## src/verilog/rv_pkg.sv

```systemverilog
// shared types and constants for the rv64i core; import into each rtl module.
package rv_pkg;

  localparam int xlen = 64; // datapath width.

  localparam logic [6:0] op_imm    = 7'b0010011; // addi and friends.
  localparam logic [6:0] op_op     = 7'b0110011; // add, sub.
  localparam logic [6:0] op_auipc  = 7'b0010111;
  localparam logic [6:0] op_jal    = 7'b1101111;
  localparam logic [6:0] op_jalr   = 7'b1100111;
  localparam logic [6:0] op_load   = 7'b0000011;
  localparam logic [6:0] op_store  = 7'b0100011;
  localparam logic [6:0] op_system = 7'b1110011; // ebreak lives here.

  typedef struct packed {
    logic [6:0] funct7;
    logic [4:0] rs2;
    logic [4:0] rs1;
    logic [2:0] funct3;
    logic [4:0] rd;
    logic [6:0] opcode;
  } rv_r_t; // register-register.

  typedef struct packed {
    logic [11:0] imm_11_0; // also funct12 / shamt.
    logic [4:0]  rs1;
    logic [2:0]  funct3;
    logic [4:0]  rd;
    logic [6:0]  opcode;
  } rv_i_t;

  typedef struct packed {
    logic [6:0] imm_11_5;
    logic [4:0] rs2;
    logic [4:0] rs1;
    logic [2:0] funct3;
    logic [4:0] imm_4_0;
    logic [6:0] opcode;
  } rv_s_t; // stores.

  typedef struct packed {
    logic [19:0] imm_31_12;
    logic [4:0]  rd;
    logic [6:0]  opcode;
  } rv_u_t;

  typedef struct packed {
    logic        imm_20;
    logic [9:0]  imm_10_1;
    logic        imm_11;
    logic [7:0]  imm_19_12;
    logic [4:0]  rd;
    logic [6:0]  opcode;
  } rv_j_t; // scrambled jump offset.

  // one fetched word, viewed per format.
  typedef union packed {
    rv_r_t r;
    rv_i_t i;
    rv_s_t s;
    rv_u_t u;
    rv_j_t j;
  } rv_inst_u;

  typedef struct packed {
    logic add;
    logic sub;
    logic lt;   // signed set-less-than.
    logic ltu;  // unsigned.
    logic and_;
    logic or_;
    logic xor_;
    logic sll;
  } alu_op_t; // one-hot.

  typedef struct packed {
    logic [4:0]      rd;
    logic [4:0]      rs1;
    logic [4:0]      rs2;
    logic [xlen-1:0] imm;       // sign-extended.
    logic            need_imm;  // operand b from imm.
    alu_op_t         alu_op;
    logic            is_auipc;
    logic            is_jal;
    logic            is_jalr;
    logic            is_load;
    logic            is_ebreak;
    logic            reg_wen;
    logic            mem_wen;
    logic [7:0]      wmask;
  } decode_t;

endpackage

```

## src/verilog/rv_pc_unit.sv

```systemverilog
// program counter with jump targets, link address and sticky halt/illegal state.
`timescale 1ns/1ps

module rv_pc_unit #(
  parameter logic [rv_pkg::xlen-1:0] reset_pc = '0
) (
  input  logic                    clk,
  input  logic                    reset,
  input  rv_pkg::decode_t         dec,
  input  logic [rv_pkg::xlen-1:0] rs1_data,
  input  logic                    halt_req,
  input  logic                    illegal_req,
  output logic [rv_pkg::xlen-1:0] pc,
  output logic [rv_pkg::xlen-1:0] link,
  output logic                    halted,
  output logic                    illegal
);
  import rv_pkg::*;

  logic [xlen-1:0] next_pc;
  logic [xlen-1:0] jalr_sum;

  assign link     = pc + 64'd4; // sequential pc and jal/jalr link.
  assign jalr_sum = rs1_data + dec.imm;

  always_comb begin
    if (halted || halt_req) begin
      next_pc = pc; // freeze on halt.
    end else if (dec.is_jal) begin
      next_pc = pc + dec.imm;
    end else if (dec.is_jalr) begin
      next_pc = {jalr_sum[xlen-1:1], 1'b0}; // lsb cleared.
    end else begin
      next_pc = link;
    end
  end

  always_ff @(posedge clk) begin
    if (reset) begin
      pc      <= reset_pc;
      halted  <= 1'b0;
      illegal <= 1'b0;
    end else begin
      pc      <= next_pc;
      halted  <= halted | halt_req;                   // sticky.
      illegal <= illegal | (illegal_req & ~halted);   // only on halt entry.
    end
  end

endmodule

```

## config.mk

```make
export PLATFORM = sky130hd
export DESIGN_NAME = rv_pc_unit
export DESIGN_NICKNAME = d
export VERILOG_FILES = /design/src/verilog/rv_pkg.sv /design/src/verilog/rv_pc_unit.sv
export SDC_FILE = /design/constraint.sdc
export NUM_CORES = 1
export LEC_CHECK = 0
export BUFFER_PORTS_ARGS = -buffer_cell sky130_fd_sc_hd__buf_2
export CAP_MARGIN = 10
export CORE_MARGIN = 1
export CORE_UTILIZATION = 42
export DETAILED_ROUTE_END_ITERATION = 10
export GPL_ROUTABILITY_DRIVEN = 1
export PLACE_DENSITY = 0.66
export SETUP_SLACK_MARGIN = 0.05
export SLEW_MARGIN = 20
export SYNTH_ARGS = -nofsm -noshare
export SYNTH_HDL_FRONTEND = slang
export SYNTH_SLANG_ARGS = --single-unit
export TNS_END_PERCENT = 5
```

## constraint.sdc

```tcl
create_clock -name clk -period 7.9 [get_ports clk]
set_input_delay 1.185 -clock clk [delete_from_list [all_inputs] [get_ports clk]]
set_output_delay 1.185 -clock clk [all_outputs]
set_load 0.05 [all_outputs]
```

==> results.sh <==
export IMPL_synth_fa_ha_area_share_pct=13.57
export IMPL_fill_cells=2898
export IMPL_clockBufferDepth=2
export IMPL_finalNetCount=2191
export IMPL_arrival_time_of_the_worst_setup_path_ps=3870
export IMPL_synth_top_area_cell="sky130_fd_sc_hd__ha_1"
export IMPL_rsz0062_at_grt="no"
export IMPL_grt_overflow_total=0
export IMPL_synth_top_cells_by_area="sky130_fd_sc_hd__ha_1 13%, sky130_fd_sc_hd__dfxtp_1 11%, sky130_fd_sc_hd__a21oi_1 8.1%, sky130_fd_sc_hd__xnor2_1 7.3%, sky130_fd_sc_hd__nand2_1 5.3%"
export IMPL_slowest_stage="sky130_fd_sc_hd__nor4_1"
export IMPL_tightestPinTransition_ps=1136
export IMPL_synth_mux_area_fraction_pct=1.103
export IMPL_finalSetupTns_ps=0
export IMPL_timing_worst_setup_path_type="reg -> out"
export IMPL_crit_cells=8
export IMPL_yosysTopAreaCellShare_pct=13.23
export IMPL_tritoncts_num_sinks=66
export IMPL_first_global_vias=12720
export IMPL_die_x_extent_um=170.4
export IMPL_setup_violations=0
export IMPL_hold_path_class="reg -> reg"
export IMPL_start_util_pct=42.77
export IMPL_clock_root_buffer="sky130_fd_sc_hd__clkbuf_16"
export IMPL_power_density_nw_per_um2=156.1
export IMPL_max_slew_margin_pct=24.19
export IMPL_final_max_slew_viol_count=0
export IMPL_path_clk_slew_ps=60
export IMPL_drc_errors=0
export IMPL_drt_pass1_iter_count=5
export IMPL_vias_per_cell=6.167
export IMPL_synth_area_in_compound_gates_pct=34.18
export IMPL_maxCapViolations=0
export IMPL_report_power_total_mw=2.144
export IMPL_placed_cells_incl_taps=2259
export IMPL_post_cts_setup_bufs=0
export IMPL_setup_reg_to_reg_worst_slack_ps=4060
export IMPL_run_status="finished clean"
export IMPL_synthToLayoutAreaGrowth_pct=15.29
export IMPL_cts_resized_gates=0
export IMPL_wirelength_um=47520
export IMPL_antenna_cells=0
export IMPL_synth_enable_flop_cells=0
export IMPL_largest_vdd_supply_drop_mv=0.1044
export IMPL_final_hold_viol_count=0
export IMPL_postLayoutCellArea_um2=13740
export IMPL_post_synthesis_async_set_or_reset_flop_share_pct=0
export IMPL_timing_fmax_mhz=197.9
export IMPL_cp_endpoint_kind="output pin"
export IMPL_core_um2=27860
export IMPL_cts_buffers_inserted=9
export IMPL_cp_num_buf_inv=1
export IMPL_postSynth_topFlopCell="sky130_fd_sc_hd__dfxtp_1"
export IMPL_antenna_left=0
export IMPL_ios=301
export IMPL_wire_length_of_the_first_global_routing_pass_um=71730
export IMPL_placementRows=61
export IMPL_postSynthCellCount=1697
export IMPL_dieHeight_um=170.4
export IMPL_crit_path_max_fanout=8
export IMPL_htreeDepth=3
export IMPL_min_period_over_period_pct=63.98
export IMPL_initial_antenna_violation_count=0
export IMPL_finalClockSkew_ps=12.06
export IMPL_finalNonFillerCells=2275
export IMPL_post_synth_cell_area_avg_um2=7.021
export IMPL_detailedRoute_firstIterationViolations=1365
export IMPL_drive_gt1_share_pct=17.98
export IMPL_finalCriticalPeriod_ps=5054
export IMPL_rr_worst_depth=12
export IMPL_synth_lib_cells_used_distinct=102
export IMPL_synth_simple_gate_area_share_pct=23.35
export IMPL_timing_critical_path_from_type="flip-flop"
export IMPL_leakage_nw=6.400
export IMPL_yosys_register_bits=66
export IMPL_worst_path_largest_cell_delay_ps=670
export IMPL_maximum_number_of_pins_on_one_net_before_global_route_repair=75
export IMPL_cells_along_the_critical_path="nand4_1 > nor4_1 > nand4_1 > nor2_1 > nand2_1 > nor2_1 > xor2_1 > buf_2"
export IMPL_post_synth_top_count_cell="sky130_fd_sc_hd__a21oi_1"
export IMPL_number_of_cells_on_the_worst_hold_path=2
export IMPL_cp_data_required_time_ps=6710
export IMPL_gpl_final_weighted_congestion=1.008
export IMPL_fraction_of_the_yosys_area_taken_by_sequential_cells_pct=11.09
export IMPL_hold_buffers=0
export IMPL_routedWlPerCell_um=20.89
export IMPL_synth_top_cells_by_count="193 x sky130_fd_sc_hd__a21oi_1, 167 x sky130_fd_sc_hd__nand2_1, 160 x sky130_fd_sc_hd__nor2_1"
export IMPL_grt_usage_pct=31.91
export IMPL_num_vias=14030
export IMPL_yosys_area_share_xor_xnor_pct=12.03
export IMPL_postSynthNetCount=1996
export IMPL_tritoncts_clock_tree="done"
export IMPL_utilization_pct=49.31
export IMPL_dpl_hpwl_um=37550
export IMPL_synth_top_family_by_area="compound AO/OA/AOI/OAI gates"
export IMPL_clk_insertion_delay_late_ps=350
export IMPL_die_area_um2=29050
export IMPL_placedInstanceArea_um2=13420
export IMPL_crit_family="simple AND/OR/NAND/NOR gates"
export IMPL_portBuffers=263
export IMPL_ys_warn_count=0
export IMPL_synth_area_um2=11920
-- placed cells by master, fill, tap and decap left out, types with 47 or more instances in the layout --
cell,n
sky130_fd_sc_hd__nand3_1,55
sky130_fd_sc_hd__ha_1,126
sky130_fd_sc_hd__buf_2,263
sky130_fd_sc_hd__o21ai_0,123
sky130_fd_sc_hd__a21o_1,73
sky130_fd_sc_hd__xor2_1,61
sky130_fd_sc_hd__inv_1,47
sky130_fd_sc_hd__nor2_1,158
sky130_fd_sc_hd__nand2_1,167
sky130_fd_sc_hd__dfxtp_1,66
sky130_fd_sc_hd__a21oi_1,193
sky130_fd_sc_hd__xnor2_1,99
sky130_fd_sc_hd__a211oi_1,49
-- through the flow --
step / setup slack, ps / hold slack, ps
4_1_cts: 2906 / 473.8
2_1_floorplan: 3530 / 696.1
3_3_place_gp: 2737 / 452.3
3_5_place_dp: 2722 / 460.3
6_report: 2846 / 466.0
5_1_grt: 2741 / 520.5
-- metal layers --
metal  global-route usage, %  up-vias  routed length, um
li1                        -     6702                  -
met1                   43.71     6531              20990
met2                   50.41      706              21000
met3                   4.395       92               3917
met4                   11.99        0               1616
met5                       0        -                  0
-- worst paths after layout --
check | from | end
worst max-delay path | pc[28] | link[54]
worst min-delay path | illegal | illegal
worst max register to register | pc[31] | pc[57]
worst min register to register | illegal | illegal
-- where the power goes --
part | internal (mW) | total [mW] | switching, mW
combinational | 0.418 | 1.26 | 0.837
sequential | 0.365 | 0.431 | 0.0659
clock | 0.284 | 0.459 | 0.174
-- worst min-delay path: stages, from the launching register on --
cell,delay [ps]
sky130_fd_sc_hd__dfxtp_1,320
sky130_fd_sc_hd__a21oi_1,40
sky130_fd_sc_hd__nor2_1,70
-- final cells by class --
cell class	count	area, um^2	share of cell area, %
multi-input cells	1494	10050	73.14
repair buffers	274	1399	10.18
flip-flops and latches	66	1321	9.618
well taps	378	473.0	3.443
clock buffers	11	242.7	1.767
inverters	47	176.4	1.284
clock inverters	5	77.57	0.5647
-- cells by family (layout without fill, tap and decap cells) --
group / after synthesis / in the layout
xor gates and xnor gates: 162 / 162
and+or+nand+nor: 567 / 567
buffers and inverters: 137 / 337
adders and majority gates: 128 / 128
muxes: 13 / 13
DFF: 66 / 66
AOI/OAI and AO/OA: 624 / 624
-- flip-flops by register name (all words and copies together), names as in the netlist --
register  flops
pc           64
halted        1
illegal       1
No activity file was read; power rests on OpenSTA's default activity.
