## config.mk

```make
export PLATFORM = sky130hd
export DESIGN_NAME = rv_decoder
export DESIGN_NICKNAME = d
export VERILOG_FILES = /design/src/verilog/rv_pkg.sv /design/src/verilog/rv_decoder.sv
export SDC_FILE = /design/constraint.sdc
export NUM_CORES = 1
export LEC_CHECK = 0
export ABC_CLOCK_PERIOD_IN_PS = 4800
export BUFFER_PORTS_ARGS = -buffer_cell sky130_fd_sc_hd__buf_4
export CAP_MARGIN = 40
export CORE_MARGIN = 2
export CORE_UTILIZATION = 35
export DETAILED_ROUTE_END_ITERATION = 10
export PLACE_DENSITY_LB_ADDON = 0.05
export SLEW_MARGIN = 25
export SYNTH_ARGS = -nofsm -noshare
export SYNTH_HDL_FRONTEND = slang
export SYNTH_SLANG_ARGS = --single-unit
```

## constraint.sdc

```tcl
create_clock -name vclk -period 4.8
set_clock_uncertainty 0.05 [all_clocks]
set_input_delay 0.72 -clock vclk [all_inputs]
set_output_delay 0.72 -clock vclk [all_outputs]
set_load 0.005 [all_outputs]
```

## src/verilog/rv_pkg.sv

```systemverilog
// shared types and constants for the rv64i core; import into each rtl module.
package rv_pkg;

  localparam int xlen = 64; // datapath width.

  localparam logic [6:0] op_imm    = 7'b0010011; // addi and friends.
  localparam logic [6:0] op_op     = 7'b0110011; // add, sub.
  localparam logic [6:0] op_auipc  = 7'b0010111;
  localparam logic [6:0] op_jal    = 7'b1101111;
  localparam logic [6:0] op_jalr   = 7'b1100111;
  localparam logic [6:0] op_load   = 7'b0000011;
  localparam logic [6:0] op_store  = 7'b0100011;
  localparam logic [6:0] op_system = 7'b1110011; // ebreak lives here.

  typedef struct packed {
    logic [6:0] funct7;
    logic [4:0] rs2;
    logic [4:0] rs1;
    logic [2:0] funct3;
    logic [4:0] rd;
    logic [6:0] opcode;
  } rv_r_t; // register-register.

  typedef struct packed {
    logic [11:0] imm_11_0; // also funct12 / shamt.
    logic [4:0]  rs1;
    logic [2:0]  funct3;
    logic [4:0]  rd;
    logic [6:0]  opcode;
  } rv_i_t;

  typedef struct packed {
    logic [6:0] imm_11_5;
    logic [4:0] rs2;
    logic [4:0] rs1;
    logic [2:0] funct3;
    logic [4:0] imm_4_0;
    logic [6:0] opcode;
  } rv_s_t; // stores.

  typedef struct packed {
    logic [19:0] imm_31_12;
    logic [4:0]  rd;
    logic [6:0]  opcode;
  } rv_u_t;

  typedef struct packed {
    logic        imm_20;
    logic [9:0]  imm_10_1;
    logic        imm_11;
    logic [7:0]  imm_19_12;
    logic [4:0]  rd;
    logic [6:0]  opcode;
  } rv_j_t; // scrambled jump offset.

  // one fetched word, viewed per format.
  typedef union packed {
    rv_r_t r;
    rv_i_t i;
    rv_s_t s;
    rv_u_t u;
    rv_j_t j;
  } rv_inst_u;

  typedef struct packed {
    logic add;
    logic sub;
    logic lt;   // signed set-less-than.
    logic ltu;  // unsigned.
    logic and_;
    logic or_;
    logic xor_;
    logic sll;
  } alu_op_t; // one-hot.

  typedef struct packed {
    logic [4:0]      rd;
    logic [4:0]      rs1;
    logic [4:0]      rs2;
    logic [xlen-1:0] imm;       // sign-extended.
    logic            need_imm;  // operand b from imm.
    alu_op_t         alu_op;
    logic            is_auipc;
    logic            is_jal;
    logic            is_jalr;
    logic            is_load;
    logic            is_ebreak;
    logic            reg_wen;
    logic            mem_wen;
    logic [7:0]      wmask;
  } decode_t;

endpackage

```

## src/verilog/rv_decoder.sv

```systemverilog
// instruction decoder; turns one fetched word into the decode struct and halt requests.
`timescale 1ns/1ps

module rv_decoder (
  input  rv_pkg::rv_inst_u inst,
  input  logic             halted,
  output rv_pkg::decode_t  dec,
  output logic             halt_req,
  output logic             illegal_req
);
  import rv_pkg::*;

  logic            opc_imm, opc_op, opc_auipc, opc_jal;
  logic            opc_jalr, opc_load, opc_store, opc_system;
  logic [2:0]      f3;
  logic            f7_zero, f7_alt, f12_ebreak, shamt_hi_zero;
  logic            addi, slti, sltiu, andi, ori, xori, slli;
  logic            add, sub, auipc, jal, jalr, ld, sd, ebreak, nop;
  logic            fmt_i, fmt_s, fmt_u, fmt_j;
  logic            known;
  logic [xlen-1:0] imm_i, imm_s, imm_u, imm_j;

  // opcode groups.
  assign opc_imm    = (inst.r.opcode == op_imm);
  assign opc_op     = (inst.r.opcode == op_op);
  assign opc_auipc  = (inst.u.opcode == op_auipc);
  assign opc_jal    = (inst.j.opcode == op_jal);
  assign opc_jalr   = (inst.i.opcode == op_jalr);
  assign opc_load   = (inst.i.opcode == op_load);
  assign opc_store  = (inst.s.opcode == op_store);
  assign opc_system = (inst.i.opcode == op_system);

  assign f3            = inst.i.funct3;
  assign f7_zero       = (inst.r.funct7 == 7'b0000000);
  assign f7_alt        = (inst.r.funct7 == 7'b0100000); // sub.
  assign f12_ebreak    = (inst.i.imm_11_0 == 12'h001);
  assign shamt_hi_zero = (inst.i.imm_11_0[11:6] == 6'b000000); // rv64 slli.

  // recognized instructions.
  assign addi   = opc_imm & (f3 == 3'b000);
  assign slti   = opc_imm & (f3 == 3'b010);
  assign sltiu  = opc_imm & (f3 == 3'b011);
  assign andi   = opc_imm & (f3 == 3'b111);
  assign ori    = opc_imm & (f3 == 3'b110);
  assign xori   = opc_imm & (f3 == 3'b100);
  assign slli   = opc_imm & (f3 == 3'b001) & shamt_hi_zero;
  assign add    = opc_op & (f3 == 3'b000) & f7_zero;
  assign sub    = opc_op & (f3 == 3'b000) & f7_alt;
  assign auipc  = opc_auipc;
  assign jal    = opc_jal;
  assign jalr   = opc_jalr & (f3 == 3'b000);
  assign ld     = opc_load & (f3 == 3'b011);  // doubleword only.
  assign sd     = opc_store & (inst.s.funct3 == 3'b011);
  assign ebreak = opc_system & (f3 == 3'b000) & f12_ebreak;
  assign nop    = (inst == 32'h0000_0000); // all-zero word.

  assign known = addi | slti | sltiu | andi | ori | xori | slli |
                 add | sub | auipc | jal | jalr | ld | sd | ebreak;

  // immediate format select.
  assign fmt_i = addi | slti | sltiu | andi | ori | xori | slli | ld | jalr;
  assign fmt_s = sd;
  assign fmt_u = auipc;
  assign fmt_j = jal;

  assign imm_i = {{52{inst.i.imm_11_0[11]}}, inst.i.imm_11_0};
  assign imm_s = {{52{inst.s.imm_11_5[6]}}, inst.s.imm_11_5, inst.s.imm_4_0};
  assign imm_u = {{32{inst.u.imm_31_12[19]}}, inst.u.imm_31_12, 12'h000};
  assign imm_j = {{43{inst.j.imm_20}}, inst.j.imm_20, inst.j.imm_19_12,
                  inst.j.imm_11, inst.j.imm_10_1, 1'b0}; // bit 0 implied.

  always_comb begin
    dec.rd  = inst.r.rd;
    dec.rs1 = inst.r.rs1;
    dec.rs2 = inst.r.rs2;
    dec.imm = ({xlen{fmt_i}} & imm_i) |
              ({xlen{fmt_s}} & imm_s) |
              ({xlen{fmt_u}} & imm_u) |
              ({xlen{fmt_j}} & imm_j); // zero for r-type.

    dec.need_imm = fmt_i | fmt_s | fmt_u; // no rs2 for these.

    dec.alu_op.add  = addi | add | auipc | jalr | ld | sd; // also address calc.
    dec.alu_op.sub  = sub;
    dec.alu_op.lt   = slti;
    dec.alu_op.ltu  = sltiu;
    dec.alu_op.and_ = andi;
    dec.alu_op.or_  = ori;
    dec.alu_op.xor_ = xori;
    dec.alu_op.sll  = slli;

    dec.is_auipc  = auipc;
    dec.is_jal    = jal;
    dec.is_jalr   = jalr;
    dec.is_load   = ld;
    dec.is_ebreak = ebreak;

    // no side effects once halted.
    dec.reg_wen = (addi | slti | sltiu | andi | ori | xori | slli |
                   add | sub | auipc | jal | jalr | ld) & ~halted;
    dec.mem_wen = sd & ~halted;
    dec.wmask   = sd ? 8'hff : 8'h00; // full doubleword.
  end

  assign illegal_req = ~(known | nop);
  assign halt_req    = dec.is_ebreak | illegal_req; // either one stops the core.

endmodule

```

==> results.ini, run 1 <==
[finish]
utilization_pct = 54.6
regArea_um2 = 0
diodes = 0
n_clock_buffer = 0
final_cell_area_um2 = 1850
area_growth_pct = 46.3
stdcell_count = 298
drive_gt1_share_pct = 61.1
fillers = 353
seq_cells = 0
multi_input_area_um2 = 707
finalNetCount = 287

[yosys]
synth_common_cells = 68 x buf_4, 18 x a21o_1, 11 x nor2_1
yosysSeqAreaShare_pct = 0
synth_top_area_share_pct = 40.4
synth_cells = 185
synth_top_cell_by_area = buf_4
yosysMostFrequentCell = buf_4
netlist_area_um2 = 1260
synth_warnings = 0
synth_nets = 218
synth_cell_types = 35
synth_area_leaders = buf_4 40%, a21o_1 11%, nor4_1 4.5%, a22o_1 3.5%, nor2_1 3.3%
avgSynthCellArea_um2 = 6.83

[floorplanning]
row_count = 21
initial_utilization_pct = 37.3
die_width_um = 64.1
die_area_um2 = 4110
die_h_um = 64.1
io_pins = 138
core_um2 = 3390

[route]
routed_wl_mm = 4.09
drtIter0Drc = 51
final_antenna_net_count = 0
via_count = 1461
drt-pass1-iter-count = 4
vias_per_cell = 4.90
post_drt_wl_per_cell_um = 13.7
remaining_drc_errors = 0

[setup_path]
path_buf_inv = 5
worstPathRequired_ps = 4030
path_max_fanout = 33
start_kind = primary input
critPathMaxStageDelay_ps = 330
endpoint_kind = primary output
cp_top_family = buffers and inverters
path_cells = buf_4 > nand3b_1 > nor4_2 > buf_4 > nand2b_2 > inv_1 > a21oi_2 > buf_4 > buf_4
path_class = primary input to primary output
cp.depth = 9
slowest_stage = nand3b_1
cp.arrival_ps = 2640
crit_path_frequent_cell = buf_4

[timing]
min_period_over_period_pct = 71.1
slew-limit-headroom_pct = 67.5
drv_slew = 0
hold_viol_final = 0
finalSetupViolCount = 0
holdWs_ps = 1580
rsz0062_at_grt = no
setup_tns_ps = 0
max_slew.worst_pin.slew_ps = 484
fmax_ghz = 0.293
setup_slack_ps = 1390
fin_crit_ps = 3410

[power]
max-vdd-ir-drop_uv = 28.3
power_switching_uw = 33.9
p_total_uw = 73.6
internal_power_uw = 39.7
power_density_nw_per_um2 = 39.8
p_leak_nw = 1.14
p_sw_share_pct = 46.1
combPwrFrac_pct = 100.0
pwr-share-clk_pct = 0
power_frac_seq_pct = 0

[global_routing]
grt_overflow = 0
grt_pass1_wl_mm = 5.89
grt_max_degree = 34
track_usage_pct = 17.2
antenna_found_initial = 0
first_global_vias = 1190

[placed_design]
dp.cells = 298
io_buffers = 138
dp_hpwl_mm = 3.36
place.gp.congestion = 0.871
place_area_um2 = 1850
preCtsSetupSlack_ps = 1370

[hold_path]
holdPathStages = 2
hold_path.class = primary input to primary output

[cts]
cts_resized = 0
postCtsSetupBuffers = 0
ctsHoldBuffers = 0

[run_status]
outcome = complete, no violations

[flow_run]
drv_cap = 0

[cell type report]
type	count	area share, %
Timing Repair Buffer	141	57.2
Multi-Input combinational cell	104	38.2
Tap cell	46	3.11
Inverter	7	1.42
[cells in the final DEF, fill, tap and decap left out, drive strengths merged, types with 2 or more instances in the layout]
cell	count
or3	4
nand3	2
nand2	3
and2	3
nor3	5
nor4	12
nor2b	6
nand3b	2
a22o	5
inv	7
a21oi	4
a21o	19
or4	4
o21ai	2
buf	141
nand2b	6
and3	4
nand4	5
nor2	11
[routing by layer]
metal  up-vias  share of wire, %  global-route usage, %
li1        722                 -                      -
met1       648                41                   22.9
met2        91                48                   29.9
met3         0                11                   2.99
met4         0                 0                   1.60
met5         -                 0                      0
[power by group through the flow]
stage               clock [mW]  combinational [mW]  sequential [mW]
finish                       0              0.0736                0
global route                 0              0.0798                0
CTS                          0              0.0739                0
detailed placement           0              0.0737                0
global placement             0              0.0739                0
floorplan                    0              0.0332                0
[cell families (layout without fill, tap and decap cells)]
group,Yosys count,in the layout,synth area share [%]
buffers and inverters,81,148,44.4
and+or+nand+nor,68,68,33.8
AOI/OAI and AO/OA,36,36,21.9
[final timing paths]
path                  from      end
setup / recovery   inst[6]  dec[70]
hold / removal    inst[16]  dec[94]
Note: power is estimated with default switching activity, not from simulation.
==> run 2, diff against run 1 <==
Settings changed: ABC_CLOCK_PERIOD_IN_PS 4800 to 3400.
Clock period 4.8 ns to 3.4 ns, I/O delays scaled along.
==> results.ini, run 2 (synthesis results as in run 1) <==
[power]
p_leak_nw = 1.14  ; +0.48%
p_sw_share_pct = 47.0  ; +0.88 points
power_switching_uw = 49.8  ; +47%
internal_power_uw = 56.2  ; +42%
combPwrFrac_pct = 100.0  ; about the same
power_frac_seq_pct = 0  ; unchanged
max-vdd-ir-drop_uv = 30.9  ; +9.1%
pwr-share-clk_pct = 0  ; unchanged
power_density_nw_per_um2 = 57.1  ; +43%

[timing]
setup_tns_ps = 0  ; unchanged
max_slew.worst_pin.slew_ps = 505  ; +20.9 ps
rsz0062_at_grt = no
min_period_over_period_pct = 87.2
fmax_ghz = 0.337
hold_viol_final = 0  ; unchanged
finalSetupViolCount = 0  ; unchanged
fin_crit_ps = 2970
holdWs_ps = 1160  ; -420 ps
slew-limit-headroom_pct = 66.4  ; -1.1 points
drv_slew = 0  ; unchanged

[global_routing]
first_global_vias = 1239  ; +4.1%
antenna_found_initial = 0  ; unchanged
grt_overflow = 0  ; unchanged
grt_pass1_wl_mm = 6.20  ; +5.3%
track_usage_pct = 18.5  ; +1.3 points
grt_max_degree = 34  ; unchanged

[setup_path]
crit_path_frequent_cell = buf_4
slowest_stage = nor4_1
path_cells = buf_4 > nand3b_1 > nor4_1 > o21ai_1 > and2_1 > a21oi_2 > buf_4 > buf_4
start_kind = primary input
worstPathRequired_ps = 2840  ; -1190 ps
critical_path.startpoint = inst[6]
path_class = primary input to primary output
critPathMaxStageDelay_ps = 380  ; +50 ps
path_max_fanout = 33  ; unchanged
endpoint_kind = primary output
cp.arrival_ps = 2410  ; -230 ps

[placed_design]
place_area_um2 = 1860  ; +0.41%
place.gp.congestion = 0.882  ; +1.2%
io_buffers = 138  ; unchanged
dp_hpwl_mm = 3.61  ; +7.2%

[route]
via_count = 1452  ; -0.62%
final_antenna_net_count = 0  ; unchanged
remaining_drc_errors = 0  ; unchanged
vias_per_cell = 4.86  ; -0.95%
post_drt_wl_per_cell_um = 14.8  ; +7.8%
routed_wl_mm = 4.42  ; +8.2%
drt-pass1-iter-count = 4  ; unchanged
drtIter0Drc = 54  ; +5.9%

[floorplanning]
io_pins = 138  ; unchanged
die_h_um = 64.1  ; unchanged
initial_utilization_pct = 37.3  ; unchanged
die_width_um = 64.1  ; unchanged
die_area_um2 = 4110  ; unchanged
row_count = 21  ; unchanged
core_um2 = 3390  ; unchanged

[finish]
mostFrequentLayoutCells = 142 x buf_4, 18 x a21o_1, 11 x nor2_1
diodes = 0  ; unchanged
area_growth_pct = 46.9
drive_gt1_share_pct = 61.3  ; +0.15 points
utilization_pct = 54.8  ; +0.22 points
finalNetCount = 288  ; +0.35%
final_cell_area_um2 = 1860  ; +0.41%
fillers = 344  ; -2.5%
regArea_um2 = 0  ; unchanged
seq_cells = 0  ; unchanged
n_clock_buffer = 0  ; unchanged
final_common_cell = buf_4

[flow_run]
drv_cap = 0  ; unchanged

[cts]
postCtsSetupBuffers = 0  ; unchanged
ctsHoldBuffers = 0  ; unchanged
cts_resized = 0  ; unchanged

[hold_path]
hold_path.class = primary input to primary output
min-delay-start = inst[18]

[run_status]
outcome = complete, no violations

[run 2: changes by cell type in the layout (fill, tap and decap cells not counted)]
cell,before,now
buf_4,141,142
[run 2: layout make-up]
class,instances,area [µm²],share of cell area [%]
timing repair buffer,142,1070,57.4
multi-input combinational,104,707,38.1
tap,46,57.6,3.10
inverter,7,26.3,1.42
[run 2: power by group through the flow]
stage	Clock (mW)	Sequential, mW	Combinational [mW]
2_1_floorplan	0	0	0.0468
3_3_place_gp	0	0	0.107
3_5_place_dp	0	0	0.106
4_1_cts	0	0	0.106
5_1_grt	0	0	0.115
6_report	0	0	0.106
[run 2: worst paths after layout]
| check | endpoint | depth (start not counted) |
|---|---|---|
| max | dec[77] | 8 |
| min | dec[96] | 2 |
[run 2: metal layers]
| metal | vias to the layer above | track usage (%) | share of wire, % |
|---|---|---|---|
| met4 | 0 | 1.33 | 0.48 |
| li1 | 723 | - | - |
| met3 | 2 | 3.52 | 12 |
| met2 | 92 | 31.3 | 46 |
| met1 | 635 | 25.3 | 42 |
| met5 | - | 0 | 0 |
[run 2: per-stage QoR]
step	setup slack [ps]	std cells	power [mW]
after floorplan	202	185	0.0468
after detailed placement	463	299	0.106
final	434	299	0.106
after global placement	456	299	0.107
after CTS	447	299	0.106
after global routing	260	299	0.115
[run 2: critical path, delay by kind of cell]
kind | cells | cell delay [ps]
and+or+nand+nor | 3 | 960
buffers and inverters | 3 | 590
AOI/OAI and AO/OA | 2 | 350
